**config.mk**
```make
export PLATFORM = sky130hd
export DESIGN_NAME = spi_reg_slave
export DESIGN_NICKNAME = d
export VERILOG_FILES = /design/src/logic/spi_pkg.sv /design/src/logic/spi_cmd_decoder.sv /design/src/logic/spi_reg_bank.sv /design/src/logic/spi_reg_slave.sv /design/src/logic/spi_slave_shifter.sv
export SDC_FILE = /design/constraint.sdc
export NUM_CORES = 1
export LEC_CHECK = 0
export BUFFER_PORTS_ARGS = -buffer_cell sky130_fd_sc_hd__buf_2
export CAP_MARGIN = 20
export CELL_PAD_IN_SITES_DETAIL_PLACEMENT = 1
export CELL_PAD_IN_SITES_GLOBAL_PLACEMENT = 1
export CORE_UTILIZATION = 33
export CTS_CLUSTER_DIAMETER = 150
export DETAILED_ROUTE_END_ITERATION = 10
export PLACE_DENSITY = 0.55
export REMOVE_ABC_BUFFERS = 1
export SETUP_SLACK_MARGIN = 0.2
export SYNTH_ARGS = -nofsm -noshare
export SYNTH_HDL_FRONTEND = slang
export SYNTH_SLANG_ARGS = --single-unit
export TNS_END_PERCENT = 100
```
**constraint.sdc**
```tcl
create_clock -name rst -period 6.7 [get_ports rst]
set_input_delay 1.34 -clock rst [delete_from_list [all_inputs] [get_ports rst]]
set_output_delay 1.34 -clock rst [all_outputs]
set_load 0.1 [all_outputs]
```
**src/logic/spi_pkg.sv**
```systemverilog
`default_nettype none

package spi_pkg;

  ////////////////////////////////////////
  // word and register bank geometry
  ////////////////////////////////////////
  localparam int word_width = 8;                  // bits per spi word
  localparam int addr_width = 4;                  // register address bits
  localparam int reg_count  = 16;                 // registers in the bank
  localparam int cnt_width  = $clog2(word_width); // bit counter in the shifter

  // identification register, read only
  localparam logic [addr_width-1:0] id_addr  = 4'd15;
  localparam logic [word_width-1:0] id_value = 8'hA5;

  // opcode in command bits 7:6, anything unnamed is treated as op_none
  typedef enum logic [1:0] {
    op_none  = 2'b00,
    op_write = 2'b01,
    op_read  = 2'b10
  } spi_op_e;

  // frame decoder states
  typedef enum logic [1:0] {
    st_cmd,   // waiting for command word
    st_write, // data words go to the bank
    st_read,  // data words come from the bank
    st_skip   // ignored frame
  } dec_state_e;

endpackage

`default_nettype wire

```
**src/logic/spi_cmd_decoder.sv**
```systemverilog
`timescale 1ns/1ns
`default_nettype none

module spi_cmd_decoder (
  input  wire logic                            rst,         // system clock
  input  wire logic                            clk,         // async active high reset
  input  wire logic                            rx_valid,
  input  wire logic [spi_pkg::word_width-1:0]  rx_word,
  input  wire logic                            frame_start,
  input  wire logic                            frame_end,
  input  wire logic [spi_pkg::word_width-1:0]  rd_data,     // combinational from the bank
  output logic      [spi_pkg::word_width-1:0]  tx_word,
  output logic                                 wr_en,
  output logic      [spi_pkg::addr_width-1:0]  wr_addr,
  output logic      [spi_pkg::word_width-1:0]  wr_data,
  output logic      [spi_pkg::addr_width-1:0]  rd_addr
);

  spi_pkg::dec_state_e            state;
  logic [spi_pkg::addr_width-1:0] ptr;      // auto increment address that wraps mod 16

  ////////////////////////////////////////
  // command word fields
  ////////////////////////////////////////
  spi_pkg::spi_op_e               cmd_op;
  logic [spi_pkg::addr_width-1:0] cmd_addr;

  assign cmd_op   = spi_pkg::spi_op_e'(rx_word[spi_pkg::word_width-1 -: 2]); // bits 7:6
  assign cmd_addr = rx_word[spi_pkg::addr_width-1:0];                        // bits 3:0
  // bits 5:4 are don't care

  // the command word reads its own address from the bank
  always_comb begin
    if (state == spi_pkg::st_cmd) begin
      rd_addr = cmd_addr;
    end else begin
      rd_addr = ptr;
    end
  end

  // write request in the same cycle as the data word
  assign wr_en   = rx_valid & (state == spi_pkg::st_write);
  assign wr_addr = ptr;
  assign wr_data = rx_word;

  ////////////////////////////////////////
  // frame fsm
  ////////////////////////////////////////
  always_ff @(posedge rst or posedge clk) begin
    if (clk) begin
      state   <= spi_pkg::st_cmd;
      ptr     <= '0;
      tx_word <= '0;
    end else if (frame_end || frame_start) begin
      state   <= spi_pkg::st_cmd;  // every frame begins with a command
      tx_word <= '0;               // so first word of a frame sends 0
    end else if (rx_valid) begin
      case (state)
        spi_pkg::st_cmd: begin
          case (cmd_op)
            spi_pkg::op_write: begin
              state <= spi_pkg::st_write;
              ptr   <= cmd_addr;
            end
            spi_pkg::op_read: begin
              state   <= spi_pkg::st_read;
              tx_word <= rd_data;  // data for the next word slot
              ptr     <= cmd_addr + 1'b1;
            end
            default: begin
              state <= spi_pkg::st_skip; // 00 and 11 are ignored
            end
          endcase
        end
        spi_pkg::st_write: begin
          ptr <= ptr + 1'b1;       // bank took the word this cycle
        end
        spi_pkg::st_read: begin
          tx_word <= rd_data;
          ptr     <= ptr + 1'b1;
        end
        spi_pkg::st_skip: begin
          // ignored frame waits here until cs_n rises
        end
        default: begin
          state <= spi_pkg::st_cmd;
        end
      endcase
    end
  end

endmodule

`default_nettype wire

```
**src/logic/spi_reg_bank.sv**
```systemverilog
`timescale 1ns/1ns
`default_nettype none

module spi_reg_bank (
  input  wire logic                            rst,       // system clock
  input  wire logic                            clk,       // async reset, active high
  input  wire logic                            wr_en,
  input  wire logic [spi_pkg::addr_width-1:0]  wr_addr,
  input  wire logic [spi_pkg::word_width-1:0]  wr_data,
  input  wire logic [spi_pkg::addr_width-1:0]  rd_addr,
  output logic      [spi_pkg::word_width-1:0]  rd_data,
  output logic                                 reg_write, // system side strobe
  output logic      [spi_pkg::addr_width-1:0]  reg_addr,
  output logic      [spi_pkg::word_width-1:0]  reg_data
);

  logic [spi_pkg::word_width-1:0] regs [spi_pkg::reg_count];
  logic                           wr_accept;

  // id register never takes a write
  assign wr_accept = wr_en & (wr_addr != spi_pkg::id_addr);

  ////////////////////////////////////////
  // storage
  ////////////////////////////////////////
  always_ff @(posedge rst or posedge clk) begin
    if (clk) begin
      for (int i = 0; i < spi_pkg::reg_count; i++) begin
        regs[i] <= '0;
      end
    end else if (wr_accept) begin
      regs[wr_addr] <= wr_data;
    end
  end

  // combinational read, id constant overlays address 15
  assign rd_data = (rd_addr == spi_pkg::id_addr) ? spi_pkg::id_value : regs[rd_addr];

  ////////////////////////////////////////
  // write report to the system side
  ////////////////////////////////////////
  always_ff @(posedge rst or posedge clk) begin
    if (clk) begin
      reg_write <= 1'b0;
    end else begin
      reg_write <= wr_accept;      // one cycle after wr_en
    end
  end

  always_ff @(posedge rst) begin
    if (wr_accept) begin
      reg_addr <= wr_addr;
      reg_data <= wr_data;
    end
  end

endmodule

`default_nettype wire

```
**src/logic/spi_reg_slave.sv**
```systemverilog
`timescale 1ns/1ns
`default_nettype none

module spi_reg_slave (
  input  wire logic                            rst,       // system clock
  input  wire logic                            clk,       // async reset, active high
  input  wire logic                            sclk,      // spi mode 1
  input  wire logic                            mosi,
  input  wire logic                            cs_n,
  output logic                                 miso,
  output logic                                 reg_write,
  output logic      [spi_pkg::addr_width-1:0]  reg_addr,
  output logic      [spi_pkg::word_width-1:0]  reg_data
);

  // shifter <-> decoder
  logic                           rx_valid;
  logic [spi_pkg::word_width-1:0] rx_word;
  logic                           frame_start;
  logic                           frame_end;
  logic [spi_pkg::word_width-1:0] tx_word;

  // decoder <-> bank
  logic                           wr_en;
  logic [spi_pkg::addr_width-1:0] wr_addr;
  logic [spi_pkg::word_width-1:0] wr_data;
  logic [spi_pkg::addr_width-1:0] rd_addr;
  logic [spi_pkg::word_width-1:0] rd_data;

  ////////////////////////////////////////
  // spi serial side
  ////////////////////////////////////////
  spi_slave_shifter shifter0 (
    .rst(rst), .clk(clk),
    .sclk(sclk), .mosi(mosi), .cs_n(cs_n),
    .tx_word(tx_word), .miso(miso),
    .rx_valid(rx_valid), .rx_word(rx_word),
    .frame_start(frame_start), .frame_end(frame_end)
  );

  spi_cmd_decoder decoder0 (
    .rst(rst), .clk(clk),
    .rx_valid(rx_valid), .rx_word(rx_word),
    .frame_start(frame_start), .frame_end(frame_end),
    .rd_data(rd_data), .tx_word(tx_word),
    .wr_en(wr_en), .wr_addr(wr_addr), .wr_data(wr_data),
    .rd_addr(rd_addr)
  );

  spi_reg_bank bank0 (
    .rst(rst), .clk(clk),
    .wr_en(wr_en), .wr_addr(wr_addr), .wr_data(wr_data),
    .rd_addr(rd_addr), .rd_data(rd_data),
    .reg_write(reg_write), .reg_addr(reg_addr), .reg_data(reg_data)
  );

endmodule

`default_nettype wire

```
**src/logic/spi_slave_shifter.sv**
```systemverilog
`timescale 1ns/1ns
`default_nettype none

module spi_slave_shifter (
  input  wire logic                            rst,         // system clock
  input  wire logic                            clk,         // async reset, active high
  input  wire logic                            sclk,
  input  wire logic                            mosi,
  input  wire logic                            cs_n,
  input  wire logic [spi_pkg::word_width-1:0]  tx_word,     // next word to send
  output logic                                 miso,
  output logic                                 rx_valid,    // one cycle per full word
  output logic      [spi_pkg::word_width-1:0]  rx_word,
  output logic                                 frame_start, // cs_n fell
  output logic                                 frame_end    // cs_n rose
);

  ////////////////////////////////////////
  // input synchronizers
  ////////////////////////////////////////
  logic sclk_meta, sclk_sync, sclk_prev;
  logic cs_meta, cs_sync, cs_prev;
  logic mosi_meta, mosi_sync;       // same depth as sclk so bits line up

  always_ff @(posedge rst or posedge clk) begin
    if (clk) begin
      sclk_meta <= 1'b0;
      sclk_sync <= 1'b0;
      sclk_prev <= 1'b0;
      cs_meta   <= 1'b1;            // deselected out of reset
      cs_sync   <= 1'b1;
      cs_prev   <= 1'b1;
      mosi_meta <= 1'b0;
      mosi_sync <= 1'b0;
    end else begin
      sclk_meta <= sclk;
      sclk_sync <= sclk_meta;
      sclk_prev <= sclk_sync;       // edge detect stage
      cs_meta   <= cs_n;
      cs_sync   <= cs_meta;
      cs_prev   <= cs_sync;
      mosi_meta <= mosi;
      mosi_sync <= mosi_meta;
    end
  end

  // edges, sclk only counts while selected
  logic sclk_rise, sclk_fall, cs_fall, cs_rise;
  assign sclk_rise = sclk_sync & ~sclk_prev & ~cs_sync;
  assign sclk_fall = ~sclk_sync & sclk_prev & ~cs_sync;
  assign cs_fall   = ~cs_sync & cs_prev;
  assign cs_rise   = cs_sync & ~cs_prev;

  ////////////////////////////////////////
  // receive side, mosi sampled on falling sclk
  ////////////////////////////////////////
  logic [spi_pkg::word_width-1:0] rx_sr;
  logic [spi_pkg::cnt_width-1:0]  bit_cnt;
  logic                           last_bit;

  assign last_bit = (bit_cnt == spi_pkg::cnt_width'(spi_pkg::word_width - 1));

  always_ff @(posedge rst or posedge clk) begin
    if (clk) begin
      rx_sr       <= '0;
      bit_cnt     <= '0;
      rx_valid    <= 1'b0;
      frame_start <= 1'b0;
      frame_end   <= 1'b0;
    end else begin
      rx_valid    <= sclk_fall & last_bit;
      frame_start <= cs_fall;
      frame_end   <= cs_rise;
      if (cs_sync) begin
        bit_cnt <= '0;              // partial word is dropped here
      end else if (sclk_fall) begin
        rx_sr   <= {rx_sr[spi_pkg::word_width-2:0], mosi_sync};
        bit_cnt <= last_bit ? '0 : bit_cnt + 1'b1;
      end
    end
  end

  assign rx_word = rx_sr;           // stable until next falling edge

  ////////////////////////////////////////
  // transmit side, msb first on rising sclk
  ////////////////////////////////////////
  logic [spi_pkg::word_width-1:0] tx_sr;
  logic                           reload; // decoder updates tx_word on rx_valid

  always_ff @(posedge rst or posedge clk) begin
    if (clk) begin
      tx_sr  <= '0;
      reload <= 1'b0;
      miso   <= 1'b0;
    end else begin
      reload <= rx_valid;
      if (cs_sync) begin
        miso <= 1'b0;               // quiet line between frames
      end
      if (cs_fall || reload) begin
        tx_sr <= tx_word;
      end else if (sclk_rise) begin
        miso  <= tx_sr[spi_pkg::word_width-1];
        tx_sr <= {tx_sr[spi_pkg::word_width-2:0], 1'b0};
      end
    end
  end

endmodule

`default_nettype wire

```
==> Yosys cells after proc, flatten, opt, wreduce, memory -nomap -nowiden <==
Cells that the tools add are included.
{ "classes": {"muxes": 26, "magnitude_cmp": 3, "n_bitwise": 16, "n_reduce_logical": 15, "n_eq_ne": 9, "add_sub_neg": 3} }
{ "op_table": {"columns": ["operator", "n"], "rows": [
  ["bitwise mux 128 bit", 1],
  ["2-to-1 mux 8 bit", 9],
  ["binary-select mux 8 bit (select 4 bit)", 1],
  ["demux 8 bit (select 4 bit)", 1],
  ["one-hot mux 4 bit (2 select lines)", 2],
  ["one-hot mux 8 bit (2 select lines)", 1],
  [">= comparator 5 bit, second input constant", 2],
  ["inverter 4 -> 5 bit", 2],
  ["nonzero test 2 bit", 5],
  ["AND 1 bit", 9],
  ["2-to-1 mux 3 bit", 3],
  ["adder 4 x 1 -> 4 bit, second input constant", 2],
  ["2-to-1 mux 2 bit", 3],
  ["!= test 3 bit, second input constant", 2],
  ["less-than comparator 5 x 1 -> 1 bit, second input constant", 1],
  ["inverter 1 bit", 5],
  ["equality test 2 x 1 -> 1 bit, second input constant", 2],
  ["equality test 2 bit, second input constant", 2],
  ["equality test 4 bit, second input constant", 1],
  ["2-to-1 mux 4 bit", 1],
  ["!= test 4 bit, second input constant", 1],
  ["one-hot mux 2 bit (2 select lines)", 1],
  ["AND reduction 2 bit", 2],
  ["AND reduction 4 bit", 1],
  ["9 further kinds", 12]
]} }
{ "word_totals": {"word_cells": 110, "regBits": 187, "in_bits": 5} }

==> Logic depth before layout (Yosys ltp) <==
Gate-level depths: netlist (run 1).
{ "logic_depth": {"ltp_word": 11, "depth_mapped": 11, "mapped_depth_nobuf": 7} }

==> By module <==
From an unflattened synthesis (run 1), not the netlist that was laid out.
{ "unflattened": {"hier_cells": 582, "area_unflattened_um2": 8344.3} }
{ "modules_own_cells": {"columns": ["mod", "seq_area_each_um2", "n_inst", "cells_per_inst", "area_each_um2"], "rows": [
  ["spi_reg_bank", 3388.2, 1, 390, 6113.4],
  ["spi_slave_shifter", 804.5, 1, 92, 1244.9],
  ["spi_cmd_decoder", 350.3, 1, 100, 985.9]
]} }

==> Worst setup path before layout (run 1) <==
OpenSTA, ideal clock, no wires.
{ "synth_path": {"path_kind": "register -> register", "start": "register decoder0.state[0]", "end": "register decoder0.tx_word[3] (netlist bit)", "stages_incl_launch_ff": 9, "period_less_slack_ns": 2.330, "slack_ns": 4.370, "path_buffers": 2, "setup_time_ns": 0.133, "t_required_ns": 6.567, "arrival_ns": 2.196, "cell_sequence": "dfrtp_1 -> inv_1 -> ha_1 -> buf_6 -> mux2i_2 -> buf_6 -> mux4_2 -> a22oi_1 -> o211ai_1"} }
{ "synth_between": {"elab_chain_len": 11, "word_cells_on_any_way": 16, "cone_classes": "eq/ne: 3; mux: 9; bitwise: 1; reduce/logical: 3"} }
{ "synth_lines": {"columns": ["item", "line", "rtl"], "rows": [
  ["start: declaration", "spi_cmd_decoder.sv:19", "spi_pkg::dec_state_e state;"],
  ["start signal: assignment", "spi_cmd_decoder.sv:51", "state <= spi_pkg::st_cmd;"],
  ["start signal: assignment", "spi_cmd_decoder.sv:55", "state <= spi_pkg::st_cmd;"],
  ["start signal: assignment", "spi_cmd_decoder.sv:62", "state <= spi_pkg::st_write;"],
  ["zero test 2 bit", "spi_cmd_decoder.sv:34, spi_cmd_decoder.sv:58", null],
  ["2-to-1 mux 4 bit", "spi_cmd_decoder.sv:34", "if (state == spi_pkg::st_cmd) begin"],
  ["inverter 4 -> 5 bit (not written as such)", "spi_reg_bank.sv:37", "assign rd_data = (rd_addr == spi_pkg::id_addr) ? spi_pkg::id_value : regs[rd_addr];"],
  ["binary-select mux 8 bit (select 4 bit)", "spi_reg_bank.sv:37", null],
  ["2-to-1 mux 8 bit (not written as such) (2 in a row)", "spi_reg_bank.sv:37", null],
  ["2-to-1 mux 8 bit", "spi_reg_bank.sv:37", null],
  ["2-to-1 mux 8 bit", "spi_cmd_decoder.sv:60", "case (cmd_op)"],
  ["one-hot mux 8 bit (2 select lines)", "spi_cmd_decoder.sv:58", "case (state)"],
  ["2-to-1 mux 8 bit", "spi_cmd_decoder.sv:57", "end else if (rx_valid) begin"],
  ["2-to-1 mux 8 bit", "spi_cmd_decoder.sv:54", "end else if (frame_end || frame_start) begin"],
  ["end signal: assignment", "spi_cmd_decoder.sv:67", "tx_word <= rd_data;"],
  ["end signal: assignment", "spi_cmd_decoder.sv:79", "tx_word <= rd_data;"],
  ["end: declaration", "spi_cmd_decoder.sv:12", "output logic [spi_pkg::word_width-1:0] tx_word,"]
]} }
Several ways; a longest one is shown, not always the timed one. The select of a mux whose other input is x is not followed.
A chain may end at the register's enable or synchronous reset.

==> Worst setup path in the final report (run 1) <==
Ends and elaborated chain as after synthesis.

==> results of run 1 <==
## flip-flops by register name, indices dropped and copies added, names as in the netlist
name and flops:
shifter0.sclk_prev 1, shifter0.rx_valid 1, decoder0.tx_word 8, bank0.reg_addr 4, shifter0.cs_prev 1, shifter0.cs_meta 1
shifter0.frame_start 1, shifter0.reload 1, shifter0.frame_end 1, bank0.reg_data 8, shifter0.rx_word 8, shifter0.sclk_meta 1
shifter0.mosi_sync 1, shifter0.sclk_sync 1, bank0.regs 127, shifter0.miso 1, decoder0.state 2, bank0.reg_write 1
shifter0.bit_cnt 3, shifter0.mosi_meta 1, shifter0.cs_sync 1, shifter0.tx_sr 8, decoder0.wr_addr 4
## power breakdown
part           internal, W  leakage (nW)  switching (W)
logic             0.000125          1.66       0.000206
clock network     0.000522         0.270       0.000462
registers          0.00116          2.50      0.0000869
total              0.00180          4.43       0.000754
## worst paths after layout
check                                    from                  end  slack, ps  cells after the start
max                         decoder0.state[0]  decoder0.tx_word[3]       3340                      7
min                        shifter0.sclk_meta   shifter0.sclk_sync        370                      0
max reg2reg                 decoder0.state[0]  decoder0.tx_word[3]       3340                      7
min reg2reg                shifter0.sclk_meta   shifter0.sclk_sync        370                      0
max in group asynchronous                 clk  decoder0.tx_word[6]       4650                      3
min in group asynchronous                 clk  decoder0.wr_addr[3]        850                      2
## per-stage QoR
stage / setup slack, ps / power (W) / utilization / instance area [sq um] / instances
global route: 3153 / 0.002668 / 0.3799 / 9346 / 958
finish: 3340 / 0.002558 / 0.3799 / 9346 / 958
CTS: 3265 / 0.002581 / 0.3776 / 9291 / 956
detailed placement: 3276 / 0.001587 / 0.3546 / 8726 / 924
floorplan: 648.1 / 0.001440 / - / 8159 / 576
global placement: 3353 / 0.001580 / 0.3546 / 8726 / 924
## placed cells by master (no fill, tap or decap), types with 12 or more instances in the layout
| master | synthesis | routed |
|---|---|---|
| o21ai_0 | 38 | 38 |
| buf_2 | 8 | 18 |
| clkbuf_16 | 0 | 17 |
| mux4_2 | 12 | 12 |
| dfrtp_1 | 171 | 171 |
| mux2i_1 | 62 | 61 |
| ha_1 | 14 | 14 |
| nand2_1 | 45 | 45 |
| edfxtp_1 | 12 | 12 |
| mux2_2 | 106 | 106 |
| nor2_1 | 12 | 12 |
## layer usage
metal  part of all wire  global-route usage  wire (um)
met1               0.47              0.2377       9842
met2               0.48              0.2792      10000
met3              0.024             0.03416        495
met4              0.020             0.05489        412
met5                  0                   0          0
## worst max-delay path, stage by stage, from the launching register on
cell      delay, ps
dfrtp_1         400
inv_1           110
ha_1            690
mux2i_4         330
buf_4           650
mux4_2          610
a22oi_1         260
o211ai_1        140
## kinds of logic (layout without fill, tap and decap cells)
family	count (synthesis)	after routing	share of synthesized area
adders and majority gates	14	14	0.02090
xor gates and xnor gates	3	3	0.003136
and+or+nand+nor	102	102	0.06002
DFF	186	186	0.5630
buffers and inverters	53	69	0.03135
muxes	187	187	0.2687
AOI/OAI and AO/OA	73	73	0.05285
## layout make-up
type | instances | area, sq um | share of cell area
Clock buffer | 18 | 429.2 | 0.04592
Multi-Input combinational cell | 379 | 3421 | 0.3660
Timing Repair Buffer | 26 | 190.2 | 0.02035
Tap cell | 324 | 405.4 | 0.04337
Sequential cell | 186 | 4718 | 0.5048
Clock inverter | 14 | 136.4 | 0.01459
Inverter | 11 | 46.29 | 0.004953
==> reports/qor.tcl, run 1 <==
set qor(initial_core_utilization) 0.3406
set qor(post-cts-setup-buffer-count) 0
set qor(fin_nets) 640
set qor(irDropWorstVdd_mv) 0.1482
set qor(root_buffer) {clkbuf_16}
set qor(yosysWarningCount) 0
set qor(worstSetupStartpointType) {register}
set qor(final_period_minus_worst_setup_slack_ps) 3360
set qor(drive_above_1_share) 0.2997
set qor(cts_hold_repair.buffers) 0
set qor(global_route.overflow_total) 0
set qor(drt-initial-drc-count) 273
set qor(synthCells) 618
set qor(number_of_setup_violations_in_the_final_report) 0
set qor(tns_ps) 0
set qor(power-per-cell-area_nw_per_um2) 273.6
set qor(synth-edff-count) 12
set qor(clk_pin_slew_ps) 80
set qor(place.port_buffers) 18
set qor(p_leak_nw) 4.428
set qor(fillers) 2572
set qor(postSynth.topFlopCell) {dfrtp_1}
set qor(place.gp.congestion) 0.8046
set qor(tritoncts.num_buffers) 17
set qor(netlist_top_cells_area) {dfrtp_1, mux2_2, mux2i_1, edfxtp_1, mux4_2}
set qor(global_route_usage_over_all_layers) 0.1743
set qor(wl_mm) 20.75
set qor(timing.max_cap.violations) 0
set qor(maxSlewHeadroom) 0.2562
set qor(slew_violations) 0
set qor(grt_setup_unrepaired) {no}
set qor(floorplan.core_area_sq_um) 24600
set qor(number_of_optimization_iterations_in_the_first_detailed_route_pass) 4
set qor(syn-mean-instance-area_sq_um) 13.56
set qor(htree_num_levels) 4
set qor(die_width_um) 161.4
set qor(antenna_found_initial) 0
set qor(total_clock_sinks) 186
set qor(antenna_cells_inserted) 0
set qor(finalHoldViolCount) 0
set qor(worst-endpoint-required_ps) 7000
set qor(hp-class) {reg -> reg}
set qor(place_hpwl_mm) 13.32
set qor(grt_max_degree) 108
set qor(synth.yosys.seq_area_share) 0.5630
set qor(clock_skew_ps) 13.25
set qor(netlist.top_cell.by_area) {dfrtp_1}
set qor(synth_top_cell_area_share) 0.5106
set qor(critical_path.max_fanout) 45
set qor(critPathCaptureType) {register}
set qor(die_y_um) 161.4
set qor(async_reset_ff_frac) 0.9355
set qor(grt_first_pass_wirelength_mm) 33.41
set qor(ys_seq_elements) 186
set qor(drt-wirelength-per-cell_um) 21.66
set qor(placement_rows) 57
set qor(measured_slew_at_the_worst_slew_check_pin_ps) 1112
set qor(synthTopCellsByCount) {dfrtp_1, mux2_2, mux2i_1}
set qor(cts_tree) {built}
set qor(die-area_sq_um) 26040
set qor(ant_nets) 0
set qor(finalCritPeriodShare) 0.5015
set qor(first_global_vias) 5483
set qor(yosysMostFrequentCell) {dfrtp_1}
set qor(clock.fmax_mhz) 297.6
set qor(path_class) {reg -> reg}
set qor(synthToLayoutAreaGrowth_pct) 11.53
set qor(run_status) {completed}
set qor(clk_path_buf_depth) 2
set qor(top_level_pins) 19
set qor(netlist_area_pre_place_sq_um) 8381
set qor(worst_hold_slack_ps) 371.6
set qor(worst_skew_pair_later_pin_latency_ps) 440
set qor(drc_errors) 0
set qor(num_vias) 4899
set qor(synthDistinctLibCells) 51
set qor(postCtsResizedCells) 0
set qor(avgViaCountPerCell) 5.114
set qor(worstPathArrival_ps) 3660
Note: power is estimated with default switching activity, not from simulation.
==> inputs of run 2 (changes only) <==
Clock period 6.7 ns to 3.5 ns, I/O delays scaled along.
==> run 2 against run 1 <==
Sequential cell count did not move. Core utilization rose by 0.68 points. Worst setup slack got worse by 2800 ps. Largest power group unchanged. Via count rose by 1.9%. Largest cell class unchanged.
==> reports/qor.tcl, run 2 (synthesis results as in run 1) <==
set qor(worstSetupStartpointType) {register} ;# unchanged
set qor(cts_tree) {built} ;# unchanged
set qor(post_layout_nonfiller_instances) 978 ;# was 958
set qor(final_cell_mix) {dfrtp_1, mux2_2, mux2i_1} ;# unchanged
set qor(first_global_vias) 5584 ;# was 5483
set qor(num_vias) 4991 ;# was 4899
set qor(drc_errors) 0 ;# unchanged
set qor(worstPathArrival_ps) 3270 ;# was 3660 ps
set qor(run_status) {completed} ;# unchanged
set qor(number_of_setup_violations_in_the_final_report) 0 ;# unchanged
set qor(final_period_minus_worst_setup_slack_ps) 2979 ;# was 3360 ps
set qor(finalHoldViolCount) 0 ;# unchanged
set qor(clk_path_buf_depth) 2 ;# unchanged
set qor(global_route.overflow_total) 0 ;# unchanged
set qor(synthToLayoutAreaGrowth_pct) 13.53 ;# was 11.53%
set qor(p_leak_nw) 4.540 ;# was 4.428 nW
set qor(clk_pin_slew_ps) 80 ;# about the same
set qor(irDropWorstVdd_mv) 0.2891 ;# was 0.1482 mV
set qor(drt-wirelength-per-cell_um) 22.20 ;# was 21.66 um
set qor(global_route_usage_over_all_layers) 0.1806 ;# was 0.1743
set qor(slew_violations) 0 ;# unchanged
set qor(largest_register) {bank0.regs} ;# unchanged
set qor(grt_max_degree) 62 ;# was 108
set qor(measured_slew_at_the_worst_slew_check_pin_ps) 961.7 ;# was 1112 ps
set qor(numPlacedInstances) 946 ;# was 924
set qor(floorplan.core_area_sq_um) 24600 ;# unchanged
set qor(fillers) 2580 ;# was 2572
set qor(clock_skew_ps) 14.46 ;# was 13.25 ps
set qor(fin_nets) 660 ;# was 640
set qor(worst_skew_pair_later_pin_latency_ps) 440 ;# about the same
set qor(maxSlewHeadroom) 0.3565 ;# was 0.2562
set qor(finalCritPeriodShare) 0.8511 ;# was 0.5015
set qor(timing.max_cap.violations) 0 ;# unchanged
set qor(die_y_um) 161.4 ;# unchanged
set qor(total_clock_sinks) 186 ;# unchanged
set qor(grt_first_pass_wirelength_mm) 34.67 ;# was 33.41 mm
set qor(root_buffer) {clkbuf_16} ;# unchanged
set qor(top_usage_layer) {met2} ;# unchanged
set qor(die_width_um) 161.4 ;# unchanged
set qor(critPathSlowestCell) {mux2i_4} ;# was ha_1
set qor(timing.critical_path.max_delay_family) {multiplexers} ;# unchanged
set qor(place_hpwl_mm) 14.72 ;# was 13.32 mm
set qor(critPathBufInv) 2 ;# unchanged
set qor(die-area_sq_um) 26040 ;# unchanged
set qor(clock.fmax_mhz) 335.7 ;# was 297.6 MHz
set qor(antenna_cells_inserted) 0 ;# unchanged
set qor(mostFrequentLayoutCell) {dfrtp_1} ;# unchanged
set qor(global_route.usage.met1) 0.2474 ;# was 0.2377
set qor(critPathMaxStageDelay_ps) 640 ;# was 690 ps
set qor(htree_num_levels) 4 ;# unchanged
set qor(cts_hold_repair.buffers) 0 ;# unchanged
set qor(grt_setup_unrepaired) {no} ;# unchanged
set qor(power-per-cell-area_nw_per_um2) 522.4 ;# was 273.6 nW/um^2
set qor(globalRouteMet2Util) 0.2896 ;# was 0.2792
set qor(critPathCaptureType) {register} ;# unchanged
set qor(drt-initial-drc-count) 381 ;# was 273
set qor(ant_nets) 0 ;# unchanged
set qor(tritoncts.num_buffers) 17 ;# unchanged
set qor(cells_along_the_critical_path) {inv_1 -> ha_1 -> mux2i_4 -> buf_4 -> mux4_2 -> a22oi_1 -> o211ai_1} ;# unchanged
set qor(worst-endpoint-required_ps) 3790 ;# was 7000 ps
set qor(initial_core_utilization) 0.3406 ;# unchanged
set qor(largest_register_ffs) 127 ;# unchanged
set qor(drive_above_1_share) 0.3242 ;# was 0.2997
set qor(post-cts-setup-buffer-count) 0 ;# unchanged
set qor(grtUsageMet3) 0.03287 ;# was 0.03416
set qor(number_of_optimization_iterations_in_the_first_detailed_route_pass) 4 ;# unchanged
set qor(hp-class) {in -> async} ;# was reg -> reg
set qor(wl_mm) 21.71 ;# was 20.75 mm
set qor(placement_rows) 57 ;# unchanged
set qor(path_class) {reg -> reg} ;# unchanged
set qor(postCtsResizedCells) 0 ;# unchanged
set qor(place.port_buffers) 18 ;# unchanged
set qor(critical_path.max_fanout) 11 ;# was 45
set qor(avgViaCountPerCell) 5.103 ;# was 5.114
set qor(post-route-util) 0.3867 ;# was 0.3799
set qor(antenna_found_initial) 0 ;# unchanged
set qor(place.gp.congestion) 0.7691 ;# was 0.8046
set qor(top_level_pins) 19 ;# unchanged
[run 2: cell count changes in the layout (fill, tap and decap cells not counted), sizes merged]
cell and delta:
clkinvlp -1, clkinv +1, bufinv -1, buf +20, inv +1
[run 2: metrics by stage]
| stage | TNS [ps] | cell area (sq um) | hold WS [ps] | setup WS (ps) | power, W |
|---|---|---|---|---|---|
| floorplan | -340750 | 8159 | 331.2 | -1912 | 0.002757 |
| global placement | 0 | 8916 | 344.0 | 495.6 | 0.003052 |
| detailed placement | 0 | 8916 | 335.6 | 491.3 | 0.003072 |
| CTS | 0 | 9514 | 300.2 | 458.0 | 0.005034 |
| global route | 0 | 9514 | 313.1 | 360.6 | 0.005163 |
| finish | 0 | 9514 | 292.8 | 521.2 | 0.004970 |
[run 2: layout make-up]
class / instances / area [sq um] / share of cell area
clock inverter: 14 / 147.6 / 0.01552
multi-input combinational: 379 / 3421 / 0.3595
clock buffer: 18 / 450.4 / 0.04734
tap: 324 / 405.4 / 0.04261
timing repair buffer: 46 / 325.3 / 0.03419
sequential: 186 / 4718 / 0.4959
inverter: 11 / 46.29 / 0.004866
[run 2: final timing paths]
path	cells past startpoint	from	endpoint	slack [ps]
setup reg to reg	7	decoder0.state[1]	decoder0.tx_word[3]	520
min in group rst	0	shifter0.sclk_meta	shifter0.sclk_sync	350
hold reg to reg	0	shifter0.sclk_meta	shifter0.sclk_sync	350
hold / removal	2	clk	bank0.regs[125]	290
max in group asynchronous	3	clk	shifter0.cs_prev	2320
setup / recovery	7	decoder0.state[1]	decoder0.tx_word[3]	520
[run 2: worst reg2reg max path, stage by stage (launching register included)]
cell and delay [ps]:
dfrtp_1 430, inv_1 100, ha_1 330, mux2i_4 640, buf_4 290, mux4_2 510
a22oi_1 390, o211ai_1 150
[run 2: per-layer routing]
metal	share of wire	up-vias
li1	-	2267
met1	0.47	2625
met2	0.48	69
met3	0.027	30
met4	0.019	0
met5	0	-
[run 2: report_power, final]
part	switching, W	total, W	internal, W
clock	0.000956	0.00195	0.000998
combinational	0.000429	0.000681	0.000252
sequential	0.000121	0.00234	0.00221
total	0.00151	0.00497	0.00346
